===== src/design/rfrw_pkg.sv =====
// sizes and request structs shared by the register file access RTL and its testbench
// only the low AWIDTH bits of a configuration address ever reach the RAM
package rfrw_pkg;

  localparam int DEPTH      = 64;
  localparam int DWIDTH     = 24;
  localparam int PAR_BITS   = 2;
  localparam int AWIDTH     = $clog2(DEPTH);
  localparam int CFG_AWIDTH = 20;
  localparam int BIT_IDX_W  = 12;
  localparam int CFG_DWIDTH = 32;
  localparam int CC_VWIDTH  = 8;
  localparam int CC_WWIDTH  = 4;

  typedef struct packed {
    logic              re;
    logic              we;
    logic [AWIDTH-1:0] addr;
    logic [DWIDTH-1:0] wdata;
  } func_req_t;

  // the init walker issues requests in exactly the functional format
  typedef func_req_t init_req_t;

  typedef struct packed {
    logic                  re;
    logic                  we;
    logic [CFG_AWIDTH-1:0] addr;
    logic [BIT_IDX_W-1:0]  minbit;
    logic [BIT_IDX_W-1:0]  maxbit;
    logic [CFG_DWIDTH-1:0] wdata;
  } cfg_req_t;

  typedef struct packed {
    logic                 v;
    logic [CC_VWIDTH-1:0] value;
    logic [CC_WWIDTH-1:0] width;
    logic [BIT_IDX_W-1:0] position;
  } cc_req_t;

  typedef struct packed {
    logic              re;
    logic              we;
    logic [AWIDTH-1:0] raddr;
    logic [AWIDTH-1:0] waddr;
    logic [DWIDTH-1:0] wdata;
  } mem_req_t;

endpackage


===== src/design/rfrw_ram.sv =====
// one read port, one write port, both on clk
// a read of the address being written returns the old word
// contents are unknown until the init walk has run
`timescale 1ns/1ps

module rfrw_ram
  import rfrw_pkg::*;
(
  input  logic                       clk,
  input  logic                       we,
  input  logic [AWIDTH-1:0]          waddr,
  input  logic [DWIDTH+PAR_BITS-1:0] wdata,
  input  logic                       re,
  input  logic [AWIDTH-1:0]          raddr,
  output logic [DWIDTH+PAR_BITS-1:0] rdata
);

  logic [DWIDTH+PAR_BITS-1:0] mem_array [DEPTH];

  always_ff @(posedge clk) begin
    if (we) begin
      mem_array[waddr] <= wdata;
    end
  end

  // output register holds its last value while re is low
  always_ff @(posedge clk) begin
    if (re) begin
      rdata <= mem_array[raddr];
    end
  end

endmodule


===== src/design/rfrw_parity.sv =====
// interleaved even parity between the access block and the RAM
// detection only, a bad word is passed through unchanged
`timescale 1ns/1ps

module rfrw_parity
  import rfrw_pkg::*;
(
  input  logic                       clk,
  input  logic                       rst_n,
  input  mem_req_t                   mem,
  input  logic                       err_inject,
  input  logic [DWIDTH+PAR_BITS-1:0] ram_rdata,
  output logic                       ram_we,
  output logic                       ram_re,
  output logic [AWIDTH-1:0]          ram_waddr,
  output logic [AWIDTH-1:0]          ram_raddr,
  output logic [DWIDTH+PAR_BITS-1:0] ram_wdata,
  output logic [DWIDTH-1:0]          rdata,
  output logic                       rdata_error
);

  logic [PAR_BITS-1:0] wpar;
  logic                rd_pend_q;

  // bit k covers every data bit whose index mod PAR_BITS is k
  function automatic logic [PAR_BITS-1:0] calc_par(input logic [DWIDTH-1:0] d);
    logic [PAR_BITS-1:0] p;
    p = '0;
    for (int i = 0; i < DWIDTH; i++) begin
      p[i % PAR_BITS] = p[i % PAR_BITS] ^ d[i];
    end
    return p;
  endfunction

  // injection flips parity bit 0 of the word being written
  assign wpar      = calc_par(mem.wdata) ^ PAR_BITS'(err_inject);
  assign ram_wdata = {wpar, mem.wdata};
  assign ram_we    = mem.we;
  assign ram_re    = mem.re;
  assign ram_waddr = mem.waddr;
  assign ram_raddr = mem.raddr;

  always_ff @(posedge clk or negedge rst_n) begin
    if (!rst_n) begin
      rd_pend_q <= 1'b0;
    end else begin
      rd_pend_q <= mem.re;
    end
  end

  // the RAM output is already registered, so the check lands in the data cycle
  assign rdata       = ram_rdata[DWIDTH-1:0];
  assign rdata_error = rd_pend_q & (ram_rdata[DWIDTH +: PAR_BITS] != calc_par(rdata));

endmodule


===== src/design/rfrw_init_seq.sv =====
// power-fail init walker, one zero write per cycle from address 0 upward
// a start strobe during the walk is ignored
// there is no back-pressure, the walk wins over functional traffic
`timescale 1ns/1ps

module rfrw_init_seq
  import rfrw_pkg::*;
(
  input  logic      clk,
  input  logic      rst_n,
  input  logic      init_start,
  output init_req_t init,
  output logic      init_busy,
  output logic      init_done
);

  logic [AWIDTH-1:0] addr_q;
  logic              busy_q;
  logic              done_q;
  logic              last;

  assign last = (addr_q == AWIDTH'(DEPTH - 1));

  always_ff @(posedge clk or negedge rst_n) begin
    if (!rst_n) begin
      addr_q <= '0;
      busy_q <= 1'b0;
      done_q <= 1'b0;
    end else begin
      // done pulses for one cycle right after the last write
      done_q <= busy_q & last;
      if (!busy_q) begin
        if (init_start) begin
          busy_q <= 1'b1;
          addr_q <= '0;
        end
      end else begin
        addr_q <= addr_q + AWIDTH'(1);
        if (last) begin
          busy_q <= 1'b0;
        end
      end
    end
  end

  always_comb begin
    init.re    = 1'b0;
    init.we    = busy_q;
    init.addr  = addr_q;
    init.wdata = '0;
  end

  assign init_busy = busy_q;
  assign init_done = done_q;

endmodule


===== src/design/rfrw_access.sv =====
// request selection and configuration field pipeline for the register file
// collisions are only flagged on error, never resolved by stalling a client
// a config write owns the RAM write port in its ack cycle, clients must keep clear
`timescale 1ns/1ps

module rfrw_access
  import rfrw_pkg::*;
(
  input  logic                  clk,
  input  logic                  rst_n,
  input  func_req_t             func,
  input  init_req_t             init,
  input  cfg_req_t              cfg,
  input  cc_req_t               cc,
  input  logic [DWIDTH-1:0]     rdata,
  output mem_req_t              mem,
  output logic [DWIDTH-1:0]     func_rdata,
  output logic [DWIDTH-1:0]     init_rdata,
  output logic [CFG_DWIDTH-1:0] cfg_rdata,
  output logic                  cfg_ack,
  output logic                  error
);

  // stage control, reset
  logic s1_re;
  logic s1_we;
  logic s2_re;
  logic s2_we;
  logic error_q;

  // stage payload, no reset
  cfg_req_t          cfg_s1;
  cc_req_t           cc_s1;
  cfg_req_t          cfg_s2;
  cc_req_t           cc_s2;
  logic [DWIDTH-1:0] rword_s2;

  logic [5:0]            strobes;
  logic [CFG_DWIDTH-1:0] rd_mask;
  logic [CFG_DWIDTH-1:0] rd_shift;
  logic [DWIDTH-1:0]     fld_mask;
  logic [DWIDTH-1:0]     cc_mask;
  logic [DWIDTH-1:0]     fld_data;
  logic [DWIDTH-1:0]     cc_data;
  logic [DWIDTH-1:0]     merged;

  function automatic mem_req_t client_req(input func_req_t r);
    mem_req_t m;
    m.re    = r.re;
    m.we    = r.we;
    m.raddr = r.addr;
    m.waddr = r.addr;
    m.wdata = r.wdata;
    return m;
  endfunction

  // ----------------------------------------------------------------------
  // request selection, later assignments win so config has top priority
  // ----------------------------------------------------------------------
  always_comb begin
    mem = '0;
    if (func.re || func.we) begin
      mem = client_req(func);
    end
    if (init.re || init.we) begin
      mem = client_req(init);
    end
    // config always starts with a read of the target word
    if (cfg.re || cfg.we) begin
      mem.re    = 1'b1;
      mem.we    = 1'b0;
      mem.raddr = cfg.addr[AWIDTH-1:0];
      mem.waddr = cfg.addr[AWIDTH-1:0];
      mem.wdata = '0;
    end
    // write back of a read-modify-write in its ack cycle
    if (s2_we) begin
      mem.we    = 1'b1;
      mem.waddr = cfg_s2.addr[AWIDTH-1:0];
      mem.wdata = merged;
    end
  end

  // every reader sees the same word, each knows when its own data is valid
  assign func_rdata = rdata;
  assign init_rdata = rdata;

  // ----------------------------------------------------------------------
  // configuration pipeline: capture, read return, merge and answer
  // ----------------------------------------------------------------------
  always_ff @(posedge clk or negedge rst_n) begin
    if (!rst_n) begin
      s1_re <= 1'b0;
      s1_we <= 1'b0;
      s2_re <= 1'b0;
      s2_we <= 1'b0;
    end else begin
      s1_re <= cfg.re;
      s1_we <= cfg.we;
      s2_re <= s1_re;
      s2_we <= s1_we;
    end
  end

  always_ff @(posedge clk) begin
    if (cfg.re || cfg.we) begin
      cfg_s1 <= cfg;
      cc_s1  <= cc;
    end
    if (s1_re || s1_we) begin
      cfg_s2   <= cfg_s1;
      cc_s2    <= cc_s1;
      rword_s2 <= rdata;
    end
  end

  // field and check-code masks over the stored word
  always_comb begin
    fld_mask = '0;
    cc_mask  = '0;
    for (int i = 0; i < DWIDTH; i++) begin
      if (i >= int'(cfg_s2.minbit) && i <= int'(cfg_s2.maxbit)) begin
        fld_mask[i] = 1'b1;
      end
      if (cc_s2.v && i >= int'(cc_s2.position) &&
          i < int'(cc_s2.position) + int'(cc_s2.width)) begin
        cc_mask[i] = 1'b1;
      end
    end
    // read mask is right-aligned, width maxbit-minbit+1
    for (int j = 0; j < CFG_DWIDTH; j++) begin
      rd_mask[j] = (j <= int'(cfg_s2.maxbit) - int'(cfg_s2.minbit));
    end
  end

  assign rd_shift  = CFG_DWIDTH'(rword_s2 >> cfg_s2.minbit);
  assign cfg_rdata = s2_re ? (rd_shift & rd_mask) : '0;
  assign cfg_ack   = s2_re | s2_we;

  // check code is merged after the data field so it wins on overlap
  assign fld_data = (DWIDTH'(cfg_s2.wdata) << cfg_s2.minbit) & fld_mask;
  assign cc_data  = (DWIDTH'(cc_s2.value) << cc_s2.position) & cc_mask;
  assign merged   = (((rword_s2 & ~fld_mask) | fld_data) & ~cc_mask) | cc_data;

  // ----------------------------------------------------------------------
  // collision error, set when more than one strobe was high
  // ----------------------------------------------------------------------
  assign strobes = {func.re, func.we, init.re, init.we, cfg.re, cfg.we};

  always_ff @(posedge clk or negedge rst_n) begin
    if (!rst_n) begin
      error_q <= 1'b0;
    end else begin
      error_q <= |(strobes & (strobes - 6'd1));
    end
  end

  assign error = error_q;

endmodule


===== src/design/rfrw_top.sv =====
// register file subsystem with functional, config and init access
// clients must avoid colliding strobes, error only reports them
// config field indices above DWIDTH-1 read as zero and write nothing
`timescale 1ns/1ps

module rfrw_top
  import rfrw_pkg::*;
(
  input  logic                  clk,
  input  logic                  rst_n,
  input  func_req_t             func,
  input  cfg_req_t              cfg,
  input  cc_req_t               cc,
  input  logic                  init_start,
  input  logic                  err_inject,
  output logic [DWIDTH-1:0]     func_rdata,
  output logic [DWIDTH-1:0]     init_rdata,
  output logic [CFG_DWIDTH-1:0] cfg_rdata,
  output logic                  cfg_ack,
  output logic                  init_busy,
  output logic                  init_done,
  output logic                  rdata_error,
  output logic                  error
);

  init_req_t                  init_req;
  mem_req_t                   mem_req;
  logic [DWIDTH-1:0]          rdata;
  logic                       ram_we;
  logic                       ram_re;
  logic [AWIDTH-1:0]          ram_waddr;
  logic [AWIDTH-1:0]          ram_raddr;
  logic [DWIDTH+PAR_BITS-1:0] ram_wdata;
  logic [DWIDTH+PAR_BITS-1:0] ram_rdata;

  rfrw_init_seq u_init_seq (
    .clk        (clk),
    .rst_n      (rst_n),
    .init_start (init_start),
    .init       (init_req),
    .init_busy  (init_busy),
    .init_done  (init_done)
  );

  rfrw_access u_access (
    .clk        (clk),
    .rst_n      (rst_n),
    .func       (func),
    .init       (init_req),
    .cfg        (cfg),
    .cc         (cc),
    .rdata      (rdata),
    .mem        (mem_req),
    .func_rdata (func_rdata),
    .init_rdata (init_rdata),
    .cfg_rdata  (cfg_rdata),
    .cfg_ack    (cfg_ack),
    .error      (error)
  );

  rfrw_parity u_parity (
    .clk         (clk),
    .rst_n       (rst_n),
    .mem         (mem_req),
    .err_inject  (err_inject),
    .ram_rdata   (ram_rdata),
    .ram_we      (ram_we),
    .ram_re      (ram_re),
    .ram_waddr   (ram_waddr),
    .ram_raddr   (ram_raddr),
    .ram_wdata   (ram_wdata),
    .rdata       (rdata),
    .rdata_error (rdata_error)
  );

  rfrw_ram u_ram (
    .clk   (clk),
    .we    (ram_we),
    .waddr (ram_waddr),
    .wdata (ram_wdata),
    .re    (ram_re),
    .raddr (ram_raddr),
    .rdata (ram_rdata)
  );

endmodule


===== config.mk =====
export PLATFORM = sky130hd
export DESIGN_NAME = rfrw_top
export DESIGN_NICKNAME = d
export VERILOG_FILES = /design/src/design/rfrw_pkg.sv /design/src/design/rfrw_ram.sv /design/src/design/rfrw_parity.sv /design/src/design/rfrw_init_seq.sv /design/src/design/rfrw_access.sv /design/src/design/rfrw_top.sv
export SDC_FILE = /design/constraint.sdc
export NUM_CORES = 2
export LEC_CHECK = 0
export ABC_AREA = 1
export ABC_CLOCK_PERIOD_IN_PS = 6420
export BUFFER_PORTS_ARGS = -buffer_cell sky130_fd_sc_hd__clkbuf_2
export CAP_MARGIN = 0
export CORE_MARGIN = 2
export CORE_UTILIZATION = 50
export CTS_BUF_LIST = sky130_fd_sc_hd__clkbuf_16
export CTS_CLUSTER_SIZE = 16
export DETAILED_ROUTE_END_ITERATION = 12
export PLACE_DENSITY = 0.66
export SETUP_SLACK_MARGIN = 0.2
export SLEW_MARGIN = 15
export SYNTH_ARGS = -nofsm -noshare
export SYNTH_HDL_FRONTEND = slang
export SYNTH_SLANG_ARGS = --single-unit

===== constraint.sdc =====
create_clock -name clk -period 6.42 [get_ports clk]
set_clock_uncertainty 0.15 [all_clocks]
set_input_delay 1.284 -clock clk [delete_from_list [all_inputs] [get_ports clk]]
set_output_delay 1.284 -clock clk [all_outputs]
set_load 0.03 [all_outputs]

# After elaboration in Yosys (flattened, before gate mapping)
# Memory sizes are Yosys's and may differ from the RTL's. A register that Yosys moved wholly into a read port is not among the register bits.
# Index checks and enable logic that the tools add are counted.
word_totals:
  mem_count: 1
  latch_bits: 0
  reg_bits: 196
  input_bits: 139
  romBits: 0
  elab_cells: 358
  ram_bits: 1664
  output_inout_bits: 85
mem_list:
  columns: ["memory", "depth", "word_bits", "rd", "rd_ports_with_merged_regs", "wr", "line", "source"]
  rows:
  - ["u_ram.mem_array", 64, 26, 1, 1, 1, "rfrw_ram.sv:18", "logic [DWIDTH+PAR_BITS-1:0] mem_array [DEPTH];"]
classes:
  n_lt_le_gt_ge: 127
  bitwise: 58
  n_eq_ne: 2
  addsub: 4
  mul: 0
  n_shift: 3
  div_mod_pow: 0
  reduce_logical: 76
  muxes: 61
ops:
  columns: ["operator", "n"]
  rows:
  - ["less-or-equal comparator 6 x 32 -> 1 bit, first input constant", 16]
  - ["less-or-equal comparator 5 x 32 -> 1 bit, first input constant", 8]
  - ["< comparator 5 x 32 -> 1 bit, first input constant", 8]
  - ["< comparator 6 x 32 -> 1 bit, first input constant", 8]
  - ["greater-or-equal comparator 4 x 12 -> 1 bit, first input constant", 16]
  - ["greater-or-equal comparator 5 x 12 -> 1 bit, first input constant", 16]
  - ["less-or-equal comparator 4 x 32 -> 1 bit, first input constant", 4]
  - ["< comparator 4 x 32 -> 1 bit, first input constant", 4]
  - ["two-way mux 38 bit", 3]
  - ["AND 24 bit", 4]
  - ["greater-or-equal comparator 3 x 12 -> 1 bit, first input constant", 8]
  - ["less-or-equal comparator 4 x 12 -> 1 bit, first input constant", 8]
  - ["less-or-equal comparator 5 x 12 -> 1 bit, first input constant", 8]
  - ["logical AND 1 bit", 71]
  - ["less-or-equal comparator 3 x 32 -> 1 bit, first input constant", 2]
  - ["< comparator 3 x 32 -> 1 bit, first input constant", 2]
  - ["two-way mux 1 bit", 54]
  - ["greater-or-equal comparator 1 x 12 -> 1 bit, first input constant", 4]
  - ["greater-or-equal comparator 2 x 12 -> 1 bit, first input constant", 4]
  - ["less-or-equal comparator 3 x 12 -> 1 bit, first input constant", 4]
  - ["NOT 24 bit", 2]
  - ["bitwise OR 24 bit", 2]
  - ["bitwise XOR 1 bit", 44]
  - ["AND 32 bit", 1]
  - ["other kinds (25)", 30]

# Depth between registers and ports, before layout
logic_depth:
  depth_word: 21
  mapped_depth: 28
  depth_no_buf: 27

# Hierarchy
# From an unflattened synthesis, not the netlist that was laid out.
hier_totals:
  hier_cells: 7722
  hier_area_um2: 83248.6
modules_own_cells:
  columns: ["mod", "seq_area_each_um2", "area_each_um2", "instances", "cells_each"]
  rows:
  - ["rfrw_ram", 50748.7, 68224.2, 1, 5657]
  - ["rfrw_access", 5590.4, 13213.9, 1, 1779]
  - ["rfrw_parity", 25.0, 1238.7, 1, 215]
  - ["rfrw_init_seq", 200.2, 571.8, 1, 71]

# Worst setup path before layout
# OpenSTA, ideal clock, no wires.
synth_timing:
  path_type: "input -> register"
  startpoint: "in cfg[76] (netlist name)"
  endpoint: "mem u_ram.mem_array[0][25] (netlist name), data pin"
  cell_stages: 16
  required_ns: 5.927
  setup_slack_ns: 0.003
  arrival_time_ns: 5.924
  path_buffers: 1
  setup_ns: 0.343
  path_cell_list: "nor2_2 > inv_1 > nor2_1 > inv_1 > nor3_1 > buf_2 > nand2_1 > o21ai_1 > nand2_1 > nand2_1 > nand2_1 > nand3b_1 > nand2_1 > nand2_1 > nand2_1 > inv_1"
synth_rtl:
  columns: ["element", "line", "source"]
  rows:
  - ["start: declaration", "rfrw_top.sv:12", "input cfg_req_t cfg,"]
  - ["end: declaration", "rfrw_ram.sv:18", null]

# Worst setup path after layout
layout_timing:
  startpoint: "reg u_access.cfg_s2[32] (netlist name)"
  endpoint: "out cfg_rdata[12]"
layout_between:
  elab_chain_len: 4
layout_lines:
  columns: ["element", "line", "source"]
  rows:
  - ["start: declaration", "rfrw_access.sv:34", "cfg_req_t cfg_s2;"]
  - ["start signal: assignment", "rfrw_access.sv:111", "cfg_s2 <= cfg_s1;"]
  - ["subtractor 12 x 12 -> 13 bit", "rfrw_access.sv:132", "rd_mask[j] = (j <= int'(cfg_s2.maxbit) - int'(cfg_s2.minbit));"]
  - ["less-or-equal comparator 5 x 32 -> 1 bit", "rfrw_access.sv:132", null]
  - ["AND 32 bit", "rfrw_access.sv:137", "assign cfg_rdata = s2_re ? (rd_shift & rd_mask) : '0;"]
  - ["two-way mux 32 bit", "rfrw_access.sv:137", null]
  - ["end: declaration", "rfrw_top.sv:18", "output logic [CFG_DWIDTH-1:0] cfg_rdata,"]
# No other way between the ends.

==> impl_metrics.toml <==
[outcome]
outcome = "completed"

[sta]
final.setup.worst_slack_ns = 0.541
fin_crit_sh_pct = 91.6
slew_violations = 0
finalSetupViolCount = 0
rsz0062_at_grt = "no"
hold_viol = 0
whs_ns = 0.224
timing.setup.tns_ns = 0
tightestPinTransition_ns = 1.21
min_period_ns = 5.88
clock.fmax_mhz = 170
max_slew_margin_pct = 19.1

[clock_network]
clkSinkCount = 1886
clk_latency_ns = 0.84
clkTransAtPathRegs_ns = 0.06
clk_path_buf_depth = 3
numCtsBuffers = 188
tritoncts = "yes"
htreeDepth = 4
cts-root-buf = "clkbuf_16"
cts_hold_buf = 0

[synthesis]
synth_top_area_share_pct = 70.7
async_reset_ff_share_pct = 0.742
synth.avg_cell_area_um2 = 12.2
syn_inst = 6544
synth-seq-cells = 1886
yosysMostFrequentCell = "edfxtp_1"
netlist_top_cells_area = "edfxtp_1, o21ai_0, nor2_1"
synth_top_cell_by_area = "edfxtp_1"
synth_edf_count = 1872
synthTopCellsByCount = "edfxtp_1, nor2_1, o21ai_0"
synthFlopType = "edfxtp_1"
yosysWarnings = 0
synth-seq-area-share_pct = 71.1
ys_types = 60
synth_area_um2 = 79500

[global_routing]
grt_antenna_before_repair = 20
grt.overflow.total = 0
grt_pass1_wl_um = 338000
grt_max_degree = 221
grt_pass1_vias = 50956
track_usage_pct = 28.2

[die]
fp.coreArea_um2 = 158000
num_rows = 146
die-area_um2 = 162000
die_h_um = 403
die_w_um = 403
ios = 224
start_util_pct = 50.3

[hold_path]
holdCritPathClass = "input port to async pin"

[critical_path]
r2r_slack_ns = 1.05
rr_startpoint = "u_access.cc_s2[2]"
endpoint = "cfg_rdata[12]"
r2r_cells = 24
cp_max_fo = 12
criticalPathCategory = "flip-flop to output pin"
worstSetupStartpointType = "flip-flop"
crit_path_end_kind = "output pin"
cp.arrival_ns = 4.45
crit_path_start = "u_access.cfg_s2[32]"
rr_endpoint = "u_ram.mem_array[22][25]"
cp.required_ns = 4.99

[placement]
io_buffers = 193
place_worst_setup_slack_ns = 0.801
place.detailed.hpwl_um = 136000
gp_congestion = 0.968
dpl_cell_area_um2 = 83000
dp_cells = 8518

[route]
viasPerCell = 6.18
dr.first_iter.drc_count = 7280
vias = 54792
drc = 0
ant_nets = 0
totalWireLength_um = 233000
wl_per_cell_um = 26.3
dr.pass1.iters = 6

[finish]
stdcell_area_um2 = 89000
fillers = 12796
fin_util_pct = 56.2
nets = 6796
syn2layout_area_growth_pct = 11.8
fin_cells = 8871
drive_above_1_share_pct = 11.6

[pwr]
ir_drop_mv = 0.333
leakage_nw = 29.9
totalPowerFinal_mw = 31.8
p_per_area_nw_per_um2 = 358

[run]
drv_cap = 0
## cell type report
type	count	area [µm²]	share of cell area [%]
inverter	209	805	0.904
clock buffer	190	4750	5.34
antenna	6	15.0	0.0169
sequential	1886	56600	63.6
multi-input combinational	3974	20500	23.0
tap	2072	2590	2.91
clock inverter	155	1160	1.30
timing repair buffer	379	2600	2.92
## timing repair
item | CTS | global route
setup endpoints to repair | 0 | 8
buffers inserted | 0 | 2
gates resized for setup | 0 | 2
## critical path: stages, from the launching register on
cell and delay (ns):
edfxtp_1 0.42, inv_1 0.11, ha_1 0.14, inv_1 0.06, fa_1 0.41, a21oi_1 0.18, o21ai_0 0.19, nand2_1 0.11
o211ai_1 0.13, nand3_1 0.10, nand2_1 0.07, or2_2 0.27, a21oi_1 0.22, nand3_2 0.18, nor2_1 0.14, buf_4 0.20
inv_1 0.09, o21ai_0 0.25, a211oi_1 0.14, clkbuf_2 0.21
## power breakdown
group,internal [mW],switching [mW]
Combinational,1.54,4.77
Sequential,14.6,0.380
Clock,5.86,4.66
## flip-flops by register name, indices dropped and copies added (netlist names)
signal and count:
u_access.cfg_s1 54, u_init_seq.addr_q 6, u_access.cc_s2 25, u_access.cc_s1 25, u_access.s1_re 1, u_init_seq.init_busy 1, u_access.s2_we 1, u_access.cfg_s2 54
u_parity.rd_pend_q 1, u_access.s1_we 1, u_access.s2_re 1, u_access.rword_s2 24, u_init_seq.init_done 1, u_ram.rdata 26, u_access.error 1, u_ram.mem_array 1664
## layout by cell type, fill, tap and decap left out, types with 13 or more instances in the layout
master	n
nor2_1	1016
a21oi_1	41
o22ai_1	210
o21ai_1	24
o211ai_1	218
xnor2_1	20
ha_1	17
nor2_2	56
clkinv_2	34
inv_2	16
xor2_1	14
clkbuf_2	193
clkinv_1	58
a31oi_1	13
a211oi_1	13
clkbuf_16	190
o221ai_1	212
nand3_1	417
buf_12	19
inv_1	224
edfxtp_1	1872
nor2_4	20
nor3_1	39
dfrtp_1	14
nand2_1	576
o21ai_0	927
nand4_1	27
buf_4	167
nand2_2	26
## how the worst min path moves through the flow
| stage | to | startpoint |
|---|---|---|
| 2_1_floorplan | u_access.s2_re | u_access.s1_re |
| 3_3_place_gp | u_access.s2_we | u_access.s1_we |
| 3_5_place_dp | u_access.s2_we | u_access.s1_we |
| 4_1_cts | u_init_seq.addr_q[5] | rst_n |
| 5_1_grt | u_access.cfg_s2[60] | u_access.cfg_s1[60] |
| 6_report | u_init_seq.init_done | rst_n |
## kinds of logic (layout without fill, tap and decap cells)
group | count (synthesis) | in the layout | share of synthesized area (%)
buf+inv | 691 | 933 | 3.69
compound gates | 1698 | 1698 | 12.9
mux | 5 | 5 | 0.0629
fa+ha+maj | 19 | 19 | 0.318
other cells | 1 | 14 | 0.00471
xor+xnor | 34 | 34 | 0.374
simple gates | 2210 | 2210 | 11.5
flops | 1886 | 1886 | 71.1
## routing by layer
metal	part of all wire [%]	wire (µm)	GRT usage [%]	up-vias
met5	0.021	49	0	-
met4	4.1	9490	11.4	8
met3	9.4	21900	5.18	450
met2	46	106000	43.1	2814
met1	41	95700	40.1	27064
li1	-	-	-	24456
Note: power is estimated with default switching activity, not from simulation.
